--- src/design/arb_bist_params.svh ---
`ifndef ARB_BIST_PARAMS_SVH
`define ARB_BIST_PARAMS_SVH

// Number of request channels on the arbiter
`define ARB_CHANNELS 4

// Trace word layout, MSB first
//   [11:8] opcode
//   [7:4]  000 + flag (unlock on send, lock on receive)
//   [3:0]  channel vector (requests on send, grants on receive)
`define TRACE_WIDTH 12

// Trace ROM depth is 2**TRACE_ADDR_WIDTH words
`define TRACE_ADDR_WIDTH 6

`endif

--- src/design/arb_bist_pkg.sv ---
`include "arb_bist_params.svh"

package arb_bist_pkg;

        // One bit per requester, bit 3 has the highest priority
        typedef logic [`ARB_CHANNELS-1:0] chan_vec_t;

        // Trace opcodes, one-hot in the top nibble of a trace word
        typedef enum logic [3:0] {
                trace_send   = 4'b0001, // Load requests and unlock
                trace_recv   = 4'b0010, // Compare grants and lock
                trace_finish = 4'b0100  // End of trace
        } trace_op_e;

endpackage

--- src/design/explicit_trace_rom.sv ---
`timescale 1ns/10ps

module explicit_trace_rom #(
        parameter int width_p      = 12,
        parameter int addr_width_p = 6
) (
        input  logic [addr_width_p-1:0] addr_i,
        output logic [width_p-1:0]      data_o
);

        // Send:    0001 000u rrrr  (u = unlock, r = requests)
        // Receive: 0010 000l gggg  (l = lock,   g = grants)
        always_comb begin
                case (addr_i)
                        0:  data_o = width_p'(12'b0001_0000_1111); // All request, ch3 wins
                        1:  data_o = width_p'(12'b0010_0000_1000);
                        2:  data_o = width_p'(12'b0001_0000_0111); // Others blocked by ch3
                        3:  data_o = width_p'(12'b0010_0001_0000);
                        4:  data_o = width_p'(12'b0001_0000_1111); // Locked channel still served
                        5:  data_o = width_p'(12'b0010_0001_1000);
                        6:  data_o = width_p'(12'b0001_0001_1111); // Unlock while granting
                        7:  data_o = width_p'(12'b0010_0001_1000);

                        8:  data_o = width_p'(12'b0001_0000_0111); // Fresh lock on ch2
                        9:  data_o = width_p'(12'b0010_0000_0100);
                        10: data_o = width_p'(12'b0001_0000_0011); // Lower channels blocked
                        11: data_o = width_p'(12'b0010_0001_0000);
                        12: data_o = width_p'(12'b0001_0000_1011); // Higher channel blocked too
                        13: data_o = width_p'(12'b0010_0001_0000);
                        14: data_o = width_p'(12'b0001_0000_0111);
                        15: data_o = width_p'(12'b0010_0001_0100);
                        16: data_o = width_p'(12'b0001_0001_0011); // Release ch2
                        17: data_o = width_p'(12'b0010_0001_0000);

                        18: data_o = width_p'(12'b0001_0000_0011); // Fresh lock on ch1
                        19: data_o = width_p'(12'b0010_0000_0010);
                        20: data_o = width_p'(12'b0001_0000_0001);
                        21: data_o = width_p'(12'b0010_0001_0000);
                        22: data_o = width_p'(12'b0001_0000_1001);
                        23: data_o = width_p'(12'b0010_0001_0000);
                        24: data_o = width_p'(12'b0001_0000_0101);
                        25: data_o = width_p'(12'b0010_0001_0000);
                        26: data_o = width_p'(12'b0001_0000_0011);
                        27: data_o = width_p'(12'b0010_0001_0010);
                        28: data_o = width_p'(12'b0001_0001_0011); // Release ch1 with grant
                        29: data_o = width_p'(12'b0010_0001_0010);

                        30: data_o = width_p'(12'b0001_0000_0001); // Fresh lock on ch0
                        31: data_o = width_p'(12'b0010_0000_0001);
                        32: data_o = width_p'(12'b0001_0000_1000);
                        33: data_o = width_p'(12'b0010_0001_0000);
                        34: data_o = width_p'(12'b0001_0000_0100);
                        35: data_o = width_p'(12'b0010_0001_0000);
                        36: data_o = width_p'(12'b0001_0000_0010);
                        37: data_o = width_p'(12'b0010_0001_0000);
                        38: data_o = width_p'(12'b0001_0000_0001);
                        39: data_o = width_p'(12'b0010_0001_0001);
                        40: data_o = width_p'(12'b0001_0001_0000); // Unlock with no requests
                        41: data_o = width_p'(12'b0010_0001_0000);

                        42: data_o = width_p'(12'b0100_0000_0000); // End of trace
                        default: data_o = '0; // Decodes as an illegal opcode
                endcase
        end

endmodule

--- src/design/locking_arb_fixed.sv ---
`timescale 1ns/10ps
`include "arb_bist_params.svh"

module locking_arb_fixed (
        input  logic                     clk_i,
        input  logic                     rst_n_i,
        input  arb_bist_pkg::chan_vec_t  reqs_i,
        input  logic                     unlock_i,
        output arb_bist_pkg::chan_vec_t  grants_o,
        output logic                     locked_o
);
        import arb_bist_pkg::*;

        logic      lock_q;        // Arbiter is held on one channel
        chan_vec_t locked_chan_q; // One-hot owner of the lock
        chan_vec_t eligible;      // Requests allowed to compete

        // Only the owner may compete while locked
        always_comb begin
                eligible = lock_q ? (reqs_i & locked_chan_q) : reqs_i;
                grants_o = '0;
                for (int i = 0; i < `ARB_CHANNELS; i++) begin
                        if (eligible[i]) begin // Later index overrides, so highest wins
                                grants_o = '0;
                                grants_o[i] = 1'b1;
                        end
                end
        end

        always_ff @(posedge clk_i) begin
                if (!rst_n_i) begin
                        lock_q <= 1'b0;
                end else if (unlock_i) begin
                        lock_q <= 1'b0; // Unlock beats a new lock
                end else if (|grants_o) begin
                        lock_q <= 1'b1;
                end
        end

        always_ff @(posedge clk_i) begin
                if (!unlock_i && (|grants_o)) begin
                        locked_chan_q <= grants_o;
                end
        end

        assign locked_o = lock_q;

endmodule

--- src/design/trace_replay.sv ---
`timescale 1ns/10ps
`include "arb_bist_params.svh"

module trace_replay (
        input  logic                         clk_i,
        input  logic                         rst_n_i,
        input  logic                         start_i,
        output logic [`TRACE_ADDR_WIDTH-1:0] rom_addr_o,
        input  logic [`TRACE_WIDTH-1:0]      rom_data_i,
        output arb_bist_pkg::chan_vec_t      drv_reqs_o,
        output logic                         drv_unlock_o,
        input  arb_bist_pkg::chan_vec_t      arb_grants_i,
        input  logic                         arb_locked_i,
        output logic                         busy_o,
        output logic                         done_o,
        output logic                         fail_o
);
        import arb_bist_pkg::*;

        localparam int op_lsb_lp   = `TRACE_WIDTH - 4; // Opcode nibble
        localparam int flag_pos_lp = `TRACE_WIDTH - 8; // Flag bit of middle nibble

        typedef enum logic [1:0] {
                st_idle,  // After reset, never run
                st_clear, // One unlock cycle ahead of the trace
                st_step,  // One ROM word per cycle
                st_stop   // Run over, done held
        } state_e;

        state_e                        state_q;
        logic [`TRACE_ADDR_WIDTH-1:0]  addr_q;
        logic                          apply_q;  // Drive registers reach the arbiter
        logic                          fail_q;
        chan_vec_t                     reqs_q;
        logic                          unlock_q;
        logic                          start_ok;
        trace_op_e                     op;
        chan_vec_t                     word_vec;
        logic                          word_flag;
        logic                          mismatch;

        // Split the current ROM word
        always_comb begin
                op        = trace_op_e'(rom_data_i[op_lsb_lp +: 4]);
                word_vec  = rom_data_i[`ARB_CHANNELS-1:0];
                word_flag = rom_data_i[flag_pos_lp];
                mismatch  = (arb_grants_i != word_vec) || (arb_locked_i != word_flag);
        end

        assign start_ok = start_i && ((state_q == st_idle) || (state_q == st_stop));

        always_ff @(posedge clk_i) begin
                if (!rst_n_i) begin
                        state_q <= st_idle;
                        addr_q  <= '0;
                        apply_q <= 1'b0;
                        fail_q  <= 1'b0;
                end else begin
                        case (state_q)
                                st_idle, st_stop: begin
                                        if (start_ok) begin
                                                state_q <= st_clear;
                                                apply_q <= 1'b1; // Clearing cycle
                                                fail_q  <= 1'b0;
                                        end
                                        addr_q <= '0;
                                end
                                st_clear: begin
                                        state_q <= st_step;
                                        apply_q <= 1'b0;
                                        addr_q  <= '0;
                                end
                                st_step: begin
                                        addr_q  <= addr_q + 1'b1;
                                        apply_q <= 1'b0;
                                        case (op)
                                                trace_send: apply_q <= 1'b1;
                                                trace_recv: begin
                                                        if (mismatch) begin
                                                                fail_q <= 1'b1;
                                                        end
                                                end
                                                trace_finish: state_q <= st_stop;
                                                default: begin // Bad opcode ends run
                                                        fail_q  <= 1'b1;
                                                        state_q <= st_stop;
                                                end
                                        endcase
                                end
                                default: state_q <= st_idle;
                        endcase
                end
        end

        // Drive values, held for the receive cycle
        always_ff @(posedge clk_i) begin
                if (start_ok) begin
                        reqs_q   <= '0;
                        unlock_q <= 1'b1;
                end else if ((state_q == st_step) && (op == trace_send)) begin
                        reqs_q   <= word_vec;
                        unlock_q <= word_flag;
                end
        end

        assign rom_addr_o   = addr_q;
        assign drv_reqs_o   = apply_q ? reqs_q : '0;
        assign drv_unlock_o = apply_q & unlock_q;
        assign busy_o       = (state_q == st_clear) || (state_q == st_step);
        assign done_o       = (state_q == st_stop);
        assign fail_o       = fail_q;

endmodule

--- src/design/arb_bist_top.sv ---
`timescale 1ns/10ps
`include "arb_bist_params.svh"

module arb_bist_top (
        input  logic                     clk_i,
        input  logic                     rst_n_i,
        input  arb_bist_pkg::chan_vec_t  reqs_i,
        input  logic                     unlock_i,
        input  logic                     bist_start_i,
        output arb_bist_pkg::chan_vec_t  grants_o,
        output logic                     locked_o,
        output logic                     bist_busy_o,
        output logic                     bist_done_o,
        output logic                     bist_fail_o
);
        import arb_bist_pkg::*;

        logic [`TRACE_ADDR_WIDTH-1:0] rom_addr;
        logic [`TRACE_WIDTH-1:0]      rom_data;
        chan_vec_t                    drv_reqs;
        logic                         drv_unlock;
        chan_vec_t                    arb_reqs;
        logic                         arb_unlock;

        explicit_trace_rom #(
                .width_p      (`TRACE_WIDTH),
                .addr_width_p (`TRACE_ADDR_WIDTH)
        ) rom (
                .addr_i (rom_addr),
                .data_o (rom_data)
        );

        trace_replay replay (
                .clk_i        (clk_i),
                .rst_n_i      (rst_n_i),
                .start_i      (bist_start_i),
                .rom_addr_o   (rom_addr),
                .rom_data_i   (rom_data),
                .drv_reqs_o   (drv_reqs),
                .drv_unlock_o (drv_unlock),
                .arb_grants_i (grants_o),
                .arb_locked_i (locked_o),
                .busy_o       (bist_busy_o),
                .done_o       (bist_done_o),
                .fail_o       (bist_fail_o)
        );

        // BIST owns the arbiter inputs for the whole run
        always_comb begin
                if (bist_busy_o) begin
                        arb_reqs   = drv_reqs;
                        arb_unlock = drv_unlock;
                end else begin
                        arb_reqs   = reqs_i;
                        arb_unlock = unlock_i;
                end
        end

        locking_arb_fixed arb (
                .clk_i    (clk_i),
                .rst_n_i  (rst_n_i),
                .reqs_i   (arb_reqs),
                .unlock_i (arb_unlock),
                .grants_o (grants_o),
                .locked_o (locked_o)
        );

endmodule

--- config.mk ---
export PLATFORM = sky130hd
export DESIGN_NAME = arb_bist_top
export DESIGN_NICKNAME = d
export VERILOG_FILES = /design/src/design/arb_bist_pkg.sv /design/src/design/explicit_trace_rom.sv /design/src/design/locking_arb_fixed.sv /design/src/design/trace_replay.sv /design/src/design/arb_bist_top.sv
export VERILOG_INCLUDE_DIRS = /design/src /design/src/design
export SDC_FILE = /design/constraint.sdc
export NUM_CORES = 1
export LEC_CHECK = 0
export BUFFER_PORTS_ARGS = -buffer_cell sky130_fd_sc_hd__buf_2
export CAP_MARGIN = 0
export CELL_PAD_IN_SITES_DETAIL_PLACEMENT = 1
export CELL_PAD_IN_SITES_GLOBAL_PLACEMENT = 1
export CORE_ASPECT_RATIO = 0.75
export CORE_UTILIZATION = 43
export CTS_CLUSTER_DIAMETER = 120
export DETAILED_ROUTE_END_ITERATION = 6
export PLACE_DENSITY = 0.76
export SLEW_MARGIN = 20
export SYNTH_ARGS = -nofsm -noshare
export SYNTH_HDL_FRONTEND = slang
export SYNTH_HIERARCHICAL = 1
export SYNTH_SLANG_ARGS = --single-unit
--- constraint.sdc ---
create_clock -name clk_i -period 2.6 [get_ports clk_i]
set_input_delay 0.52 -clock clk_i [delete_from_list [all_inputs] [get_ports clk_i]]
set_output_delay 0.52 -clock clk_i [all_outputs]
set_load 0.005 [all_outputs]
==> flow_summary_export.csv, run 1 <==
group,metric,value,unit
run_status,status,"completed",
pwr,switching_power,693,µW
placed_design,gp_congestion,0.841,
detailed_routing,vias,1316,
pwr,p_sw_share,39.9,%
setup_path,critPathKind,"flop to flop",
sta,slew-limit-headroom,59.2,%
detailed_routing,wl_per_cell,19.8,µm
clocking,cts_made_buffers,3,
detailed_routing,finalWirelength,4.34,mm
clocking,cts_tree,"built",
floorplan,start_util,46.8,%
setup_path,cp.required,2.74,ns
sta,tns,0,ns
clocking,path_clk_slew,0.08,ns
floorplan,die_x,68.4,µm
clocking,clk_latency,0.26,ns
cells_and_area,final_area,0.00169,mm²
sta,post-route-period-util,96.6,%
sta,rsz0062_at_grt,"false",
cells_and_area,fin_nets,197,
setup_path,start_kind,"flop",
clocking,cts_root_buf,"clkbuf_8",
sta,hold_viol,0,
pwr,p_int,1.04,mW
floorplan,dieArea,0.00354,mm²
synth,ys_warn_count,6,
clocking,cts_sinks,20,
sta,max_freq,398,MHz
floorplan,die_h,51.8,µm
placed_design,dp_hpwl,2.96,mm
detailed_routing,drt_iter0_markers,61,
global_routing,antenna_found_initial,0,
sta,setup_viol,0,
setup_path,slowest_delay,0.39,ns
pwr,pwr-share-comb,52.4,%
detailed_routing,drtPass1Iterations,4,
sta,tightest_slew,0.612,ns
worst_hold_path,hold_path.startpoint,"replay/unlock_q$_SDFFE_PP1P_",
floorplan,coreArea,0.00304,mm²
placed_design,placed_area,0.00155,mm²
synth,syn_inst,159,
cells_and_area,layout_common_cells,"buf_2, dfxtp_1, nor2_1, a21oi_1, buf_4",
setup_path,crit_slowest_cell,"nor4_1",
global_routing,globalRouteOverflowTotal,0,
placed_design,place_inst,211,
clocking,max-clock-path-buffers,2,
floorplan,ioPinCount,16,
synth,synth_area,0.00142,mm²
global_routing,grt_max_degree,18,
clocking,h-tree-depth,1,
detailed_routing,avgViaCountPerCell,6.01,
placed_design,place.port_buffers,15,
clocking,hold_buffers,0,
detailed_routing,antenna_left,0,
run,maxCapViolCount,0,
setup_path,crit_start,"replay/state_q[0]$_SDFFE_PN0P_",
global_routing,grt_use_total,27.2,%
pwr,ir_drop,518,µV
sta,hold_ws,0.515,ns
pwr,power.share.clock,16.1,%
setup_path,endpoint_kind,"flop",
pwr,p_seq_share,31.4,%
worst_hold_path,min_path_type,"flop to flop",
synth,syn_avg_cell_area,8.95,µm²
setup_path,crit_buf_inv,4,
sta,drv_slew,0,
detailed_routing,drc,0,
synth,synth_nets,174,
setup_path,r2r-start,"replay/state_q[0]$_SDFFE_PN0P_",
sta,fin_crit,2.51,ns
cells_and_area,num_antenna_cells,0,
setup_path,crit_chain,"inv_2 -> ha_4 -> inv_4 -> mux2_4 -> a22oi_2 -> o21ai_2 -> nor3b_2 -> buf_4 -> buf_4 -> xor2_1 -> nor4_1 -> nor3_1",
pwr,leakage,0.692,nW
cells_and_area,nFillCells,366,
cells_and_area,layout-area-overhead-vs-synth,18.5,%
setup_path,arrival,2.65,ns
pwr,power.density,1030,mW/mm²
setup_path,critPathTopFamily,"simple AND/OR/NAND/NOR gates",
cells_and_area,final_common_cell,"buf_2",
floorplan,rows,17,
sta,skew,0.00167,ns
setup_path,path_max_fanout,3,
global_routing,grt_pass1_wl,6.91,mm
setup_path,crit_path_frequent_cell,"buf_4",
global_routing,grt_pass1_vias,1379,
cells_and_area,instances_no_fill,219,
cells_and_area,drive_gt1_share,29.8,%
-- stage by stage --
step	util (%)	setup slack [ns]	power [mW]
finish	55.4	0.0890	1.74
global route	55.4	0.0154	1.85
CTS	54.3	0.00536	1.65
detailed placement	51.0	0.106	1.29
global placement	51.0	0.173	1.24
floorplan	-	0.132	1.02
-- routing by layer --
layer	part of all wire (%)	global-route usage, %
met1	45	34.3
met3	5.0	6.80
met2	47	44.1
met5	0	0
met4	2.6	10.4
-- what timing repair did --
item / in CTS / in global routing
pin swaps: 2 / 2
buffers inserted: 2 / 2
gates resized for setup: 7 / 5
setup endpoints to repair: 2 / 3
-- flip-flops by register name, indices dropped and copies added (netlist names) --
name	cells
replay/rom_addr_o	6
replay/apply_q	1
arb/locked_chan_q	4
arb/locked_o	1
replay/state_q	2
replay/unlock_q	1
replay/fail_o	1
replay/reqs_q	4
-- worst register-to-register path: cells and delay by family, from the launching register on --
| kind | cells | cell delay (ns) |
|---|---|---|
| muxes | 1 | 0.33 |
| AOI/OAI and AO/OA | 2 | 0.33 |
| xor gates and xnor gates | 1 | 0.08 |
| buffers and inverters | 4 | 0.37 |
| adders and majority gates | 1 | 0.24 |
| DFF | 1 | 0.34 |
| and+or+nand+nor | 3 | 0.71 |
-- cell type report --
cell class	count	area, µm²	area share (%)
repair buffers	26	161	9.58
multi-input cells	121	927	55.0
well taps	38	47.5	2.82
flip-flops and latches	20	443	26.3
inverters	10	40.0	2.38
clock buffers	4	66.3	3.93
-- power by group through the flow --
stage | Clock (mW) | Sequential, mW | Combinational, mW
after floorplan | 0 | 0.509 | 0.511
after global placement | 0 | 0.528 | 0.711
after detailed placement | 0 | 0.539 | 0.747
after CTS | 0.287 | 0.536 | 0.830
after global routing | 0.304 | 0.557 | 0.985
final | 0.280 | 0.545 | 0.910
-- final timing paths --
| path | cells past startpoint | to | slack (ns) |
|---|---|---|---|
| worst max-delay path | 12 | replay/fail_o$_SDFFE_PN0P_ | 0.09 |
| worst min-delay path | 2 | replay/unlock_q$_SDFFE_PP1P_ | 0.52 |
| worst max register to register | 12 | replay/fail_o$_SDFFE_PN0P_ | 0.09 |
| worst min register to register | 2 | replay/unlock_q$_SDFFE_PP1P_ | 0.52 |
No activity file was read; power rests on OpenSTA's default activity.
==> inputs of run 2 (changes only) <==
--- a/config.mk
+++ b/config.mk
@@ -6,15 +6,16 @@
 export SDC_FILE = /design/constraint.sdc
 export NUM_CORES = 1
 export LEC_CHECK = 0
+export ABC_AREA = 1
 export BUFFER_PORTS_ARGS = -buffer_cell sky130_fd_sc_hd__buf_2
 export CAP_MARGIN = 0
 export CELL_PAD_IN_SITES_DETAIL_PLACEMENT = 1
 export CELL_PAD_IN_SITES_GLOBAL_PLACEMENT = 1
 export CORE_ASPECT_RATIO = 0.75
-export CORE_UTILIZATION = 43
+export CORE_UTILIZATION = 40
 export CTS_CLUSTER_DIAMETER = 120
 export DETAILED_ROUTE_END_ITERATION = 6
-export PLACE_DENSITY = 0.76
+export PLACE_DENSITY = 0.77
 export SLEW_MARGIN = 20
 export SYNTH_ARGS = -nofsm -noshare
 export SYNTH_HDL_FRONTEND = slang
==> run 2 against run 1 <==
Against the previous run:
- synthesized cell count up 46%
- non-clock buffer count down 9
- die area increased by 11%
- cell count up 37%
- core utilization fell by 6.0 points
- fmax rose by 3.7%
==> flow_summary_export.csv, run 2 <==
group,metric,value,unit
clocking,clk_latency,0.26,ns
cells_and_area,num_antenna_cells,0,
global_routing,grt_max_degree,14,
clocking,cts_root_buf,"clkbuf_8",
sta,hold_viol,0,
placed_design,dp_hpwl,3.14,mm
clocking,cts_sinks,20,
placed_design,place.port_buffers,15,
pwr,leakage,0.870,nW
setup_path,endpoint_kind,"output port",
pwr,totalPowerFinal,1.61,mW
sta,tns,0,ns
cells_and_area,final_common_cell,"nand2_1",
sta,post-route-period-util,93.1,%
clocking,max-clock-path-buffers,2,
detailed_routing,drt_iter0_markers,90,
clocking,cts_tree,"built",
run_status,status,"completed",
clocking,post_cts_buffers,0,
clocking,path_clk_slew,0.08,ns
cells_and_area,drive_gt1_share,17.9,%
clocking,h-tree-depth,1,
detailed_routing,vias,1464,
detailed_routing,avgViaCountPerCell,4.86,
floorplan,coreArea,0.00340,mm²
cells_and_area,layout_common_cells,"nand2_1, inv_1, nor2_1",
sta,drv_slew,0,
worst_hold_path,min_path_type,"flop to flop",
sta,skew,0.00132,ns
detailed_routing,drtPass1Iterations,4,
clocking,hold_buffers,0,
synth,syn_inst,232,
placed_design,gp_congestion,0.850,
cells_and_area,layout-area-overhead-vs-synth,14.4,%
global_routing,grt_pass1_vias,1352,
detailed_routing,drc,0,
pwr,ir_drop,426,µV
floorplan,die_x,71.9,µm
placed_design,dpl_worst_slack,0.291,ns
sta,tightest_slew,0.525,ns
sta,max_freq,413,MHz
setup_path,crit_end,"grants_o[0]",
placed_design,place_inst,297,
setup_path,r2r_cells,16,
synth,syn_avg_cell_area,6.33,µm²
setup_path,arrival,1.90,ns
setup_path,r2r-start,"replay/state_q[0]$_SDFFE_PN0P_",
setup_path,rrSetupSlack,0.44,ns
cells_and_area,largest_register_ffs,6,
sta,fin_crit,2.42,ns
sta,setup_viol,0,
detailed_routing,finalWirelength,3.86,mm
sta,setup_ws,0.178,ns
setup_path,path_max_fanout,9,
cells_and_area,instances_no_fill,301,
synth,ys_warn_count,6,
floorplan,rows,18,
floorplan,die_h,54.5,µm
sta,slew-limit-headroom,64.7,%
floorplan,start_util,43.2,%
worst_hold_path,whs_path_depth,2,
global_routing,grt_pass1_wl,6.45,mm
global_routing,globalRouteOverflowTotal,0,
setup_path,reg2reg_to,"replay/fail_o$_SDFFE_PN0P_",
detailed_routing,wl_per_cell,12.8,µm
sta,rsz0062_at_grt,"false",
sta,hold_ws,0.472,ns
run,maxCapViolCount,0,
global_routing,antenna_found_initial,0,
cells_and_area,nFillCells,483,
floorplan,dieArea,0.00392,mm²
synth,synth_nets,247,
setup_path,cp.required,2.08,ns
pwr,power.density,960,mW/mm²
clocking,cts_made_buffers,3,
global_routing,grt_use_total,21.8,%
detailed_routing,antenna_left,0,
setup_path,crit_start,"replay/state_q[0]$_SDFFE_PN0P_",
setup_path,critPathKind,"flop to output port",
cells_and_area,fin_nets,267,
setup_path,start_kind,"flop",
floorplan,ioPinCount,16,
synth,synth_area,0.00147,mm²
==> run 2: layer usage <==
| metal | up-vias | track usage, % | share of wire [%] |
|---|---|---|---|
| li1 | 759 | - | - |
| met1 | 682 | 31.7 | 53 |
| met2 | 21 | 34.9 | 42 |
| met3 | 2 | 3.87 | 4.5 |
| met4 | 0 | 1.96 | 0.31 |
| met5 | - | 0 | 0 |
==> run 2: critical path: stages (launching register included) <==
cell and delay, ns:
dfxtp_1 0.37, inv_1 0.07, ha_1 0.32, inv_2 0.15, inv_2 0.08, nand2_1 0.06, nand2_1 0.05, nand2_2 0.10
nand2_4 0.08, nor3b_4 0.21, buf_2 0.15
==> run 2: worst min path at each step <==
stage,to,start,slack [ns]
after floorplan,replay/unlock_q$_SDFFE_PP1P_,replay/unlock_q$_SDFFE_PP1P_,0.44
after detailed placement,replay/reqs_q[2]$_SDFFE_PP0P_,replay/reqs_q[2]$_SDFFE_PP0P_,0.46
after global placement,replay/fail_o$_SDFFE_PN0P_,replay/fail_o$_SDFFE_PN0P_,0.44
final,replay/reqs_q[2]$_SDFFE_PP0P_,replay/reqs_q[2]$_SDFFE_PP0P_,0.47
after CTS,replay/reqs_q[2]$_SDFFE_PP0P_,replay/reqs_q[2]$_SDFFE_PP0P_,0.47
after global routing,replay/fail_o$_SDFFE_PN0P_,replay/fail_o$_SDFFE_PN0P_,0.50
==> run 2: final cells by class <==
type / count / area (µm²) / area share, %
multi-input cells: 167 / 851 / 50.7
flip-flops and latches: 20 / 440 / 26.2
inverters: 43 / 169 / 10.1
repair buffers: 17 / 90.1 / 5.37
clock buffers: 4 / 66.3 / 3.95
well taps: 50 / 62.6 / 3.73
==> run 2: per-stage QoR <==
stage,cell area [µm²],util [%]
4_1_cts,1670,49.1
3_3_place_gp,1600,47.1
5_1_grt,1680,49.4
6_report,1680,49.4
2_1_floorplan,1470,-
3_5_place_dp,1600,47.1
==> run 2: power by group <==
part | total (mW) | leakage, nW | internal [mW] | switching (mW)
Combinational | 0.810 | 0.665 | 0.282 | 0.528
Sequential | 0.521 | 0.171 | 0.442 | 0.0789
Clock | 0.280 | 0.0339 | 0.167 | 0.113
Total | 1.61 | 0.870 | 0.892 | 0.720
==> run 2: what timing repair did <==
| item | CTS | global route |
|---|---|---|
| endpoints found under the setup margin | 1 | 3 |
| hold endpoints to repair | 0 | 0 |
| gates resized for setup | 1 | 3 |
==> inputs of run 3 (changes only) <==
--- a/config.mk
+++ b/config.mk
@@ -15,7 +15,7 @@
 export CORE_UTILIZATION = 40
 export CTS_CLUSTER_DIAMETER = 120
 export DETAILED_ROUTE_END_ITERATION = 6
-export PLACE_DENSITY = 0.77
+export PLACE_DENSITY = 0.9
 export SLEW_MARGIN = 20
 export SYNTH_ARGS = -nofsm -noshare
 export SYNTH_HDL_FRONTEND = slang
==> constraint.sdc (replaced) <==
create_clock -name clk_i -period 2.6 [get_ports clk_i]
set_input_delay 0.52 -clock clk_i [delete_from_list [all_inputs] [get_ports clk_i]]
set_output_delay 0.52 -clock clk_i [all_outputs]
set_load 0.01 [all_outputs]
==> run 3 against run 2 <==
Against the previous run:
- clock power down 25%
- critical path depth unchanged
- non-clock buffer count is 2 lower
- power fell by 0.55%
- core utilization shrank 0.99 points
- hold slack worse by 0.011 ns
- flip-flop and latch count unchanged
- critical path type unchanged
- highest routed layer unchanged
==> flow_summary_export.csv, run 3 (same netlist as run 2, synthesis figures left out) <==
group,metric,value,unit
worst_hold_path,whs_path_depth,2,
sta,skew,0.00599,ns
setup_path,crit_end,"grants_o[0]",
cells_and_area,nFillCells,486,
clocking,post_cts_buffers,0,
clocking,path_clk_slew,0.07,ns
floorplan,dieArea,0.00392,mm²
run_status,status,"completed",
clocking,max-clock-path-buffers,2,
pwr,switching_power,768,µW
detailed_routing,drtPass1Iterations,4,
cells_and_area,instances_no_fill,299,
setup_path,critPathKind,"flop to output port",
setup_path,crit_start,"replay/state_q[0]$_SDFFE_PN0P_",
global_routing,use_met2,37.7,%
clocking,cts_tree,"built",
floorplan,die_x,71.9,µm
setup_path,endpoint_kind,"output port",
sta,tns,0,ns
global_routing,grt_max_degree,14,
pwr,ir_drop,440,µV
detailed_routing,wl_per_cell,13.0,µm
detailed_routing,avgViaCountPerCell,4.81,
sta,max_freq,397,MHz
placed_design,place_inst,295,
sta,drv_slew,0,
floorplan,rows,18,
cells_and_area,largest_register_ffs,6,
placed_design,dpl_worst_slack,0.254,ns
global_routing,globalRouteOverflowTotal,0,
global_routing,gr-usage-met3,3.87,%
cells_and_area,fin_nets,265,
cells_and_area,drive_gt1_share,16.9,%
global_routing,grt_use_total,20.9,%
clocking,cts_made_buffers,3,
global_routing,grt_pass1_vias,1376,
sta,fin_crit,2.52,ns
clocking,h-tree-depth,1,
detailed_routing,drt_iter0_markers,28,
sta,setup_viol,0,
sta,rsz0062_at_grt,"true",
run,maxCapViolCount,0,
clocking,cts_root_buf,"clkbuf_8",
cells_and_area,final_util,48.4,%
pwr,p_sw_share,47.9,%
setup_path,cp.required,2.08,ns
detailed_routing,antenna_left,0,
detailed_routing,finalWirelength,3.90,mm
setup_path,start_kind,"flop",
placed_design,placed_area,0.00159,mm²
setup_path,reg2reg_to,"replay/fail_o$_SDFFE_PN0P_",
cells_and_area,final_common_cell,"nand2_1",
cells_and_area,layout-area-overhead-vs-synth,12.1,%
floorplan,coreArea,0.00340,mm²
setup_path,r2r-start,"replay/state_q[0]$_SDFFE_PN0P_",
global_routing,grt_pass1_wl,6.21,mm
floorplan,die_h,54.5,µm
setup_path,arrival,2.00,ns
placed_design,dp_hpwl,3.00,mm
placed_design,gp_congestion,0.878,
placed_design,place.port_buffers,15,
worst_hold_path,min_path_type,"flop to flop",
clocking,clk_latency,0.26,ns
setup_path,r2r_cells,16,
pwr,totalPowerFinal,1.60,mW
cells_and_area,num_antenna_cells,0,
cells_and_area,final_area,0.00165,mm²
pwr,p_int,834,µW
floorplan,start_util,43.2,%
sta,setup_ws,0.0827,ns
detailed_routing,drc,0,
setup_path,path_max_fanout,9,
clocking,cts_sinks,20,
pwr,pwr-share-comb,54.2,%
sta,post-route-period-util,96.8,%
pwr,power.share.clock,13.2,%
global_routing,gr-usage-met1,26.7,%
detailed_routing,vias,1439,
sta,hold_ws,0.461,ns
floorplan,ioPinCount,16,
global_routing,top_usage_layer,"met2",
pwr,leakage,0.849,nW
setup_path,rrSetupSlack,0.34,ns
pwr,p_seq_share,32.6,%
cells_and_area,layout_common_cells,"nand2_1, inv_1, nor2_1",
sta,hold_viol,0,
global_routing,antenna_found_initial,0,
pwr,power.density,974,mW/mm²
run 3: changes by cell type in the layout (fill, tap and decap cells not counted):
cell | before | now
buf_4 | 2 | 0
clkbuf_16 | 1 | 0
clkinv_1 | 0 | 1
inv_2 | 7 | 6
inv_4 | 1 | 2
run 3: critical path: stages (launching register included):
cell and delay (ns):
dfxtp_1 0.37, inv_1 0.07, ha_1 0.34, inv_4 0.13
inv_2 0.07, nand2_1 0.07, nand2_1 0.06, nand2_2 0.10
nand2_4 0.09, nor3b_4 0.26, buf_2 0.18
run 3: metal layers:
metal  up-vias  share of wire, %
li1        755                 -
met1       658                47
met5         -                 0
met2        22                50
met4         0              0.54
met3         4               2.2
run 3: how the worst min path moves through the flow:
stage | start | slack (ns) | endpoint
after floorplan | replay/unlock_q$_SDFFE_PP1P_ | 0.44 | replay/unlock_q$_SDFFE_PP1P_
after global placement | replay/fail_o$_SDFFE_PN0P_ | 0.44 | replay/fail_o$_SDFFE_PN0P_
after detailed placement | replay/fail_o$_SDFFE_PN0P_ | 0.45 | replay/fail_o$_SDFFE_PN0P_
after CTS | replay/fail_o$_SDFFE_PN0P_ | 0.47 | replay/fail_o$_SDFFE_PN0P_
after global routing | replay/fail_o$_SDFFE_PN0P_ | 0.50 | replay/fail_o$_SDFFE_PN0P_
final | replay/fail_o$_SDFFE_PN0P_ | 0.46 | replay/fail_o$_SDFFE_PN0P_
run 3: power by group through the flow:
stage	Clock, mW	Combinational (mW)	Sequential, mW
after floorplan	0	0.598	0.510
after global placement	0	0.768	0.526
after detailed placement	0	0.809	0.530
after CTS	0.218	0.832	0.523
after global routing	0.228	0.975	0.537
final	0.211	0.869	0.522
run 3: layout make-up:
type	count	area (µm²)	area share, %
inverter	43	171	10.4
tap	50	62.6	3.80
multi-input combinational	167	851	51.7
clock inverter	1	3.75	0.228
timing repair buffer	15	75.1	4.56
sequential	20	440	26.8
clock buffer	3	41.3	2.51
run 3: repair_timing:
item                                   CTS  global route
cloned                                   0             0
hold buffers                             0             0
gates resized for setup                  1             4
setup endpoints to repair                3             3
endpoints found under the hold margin    0             0
pin swaps                                0             0
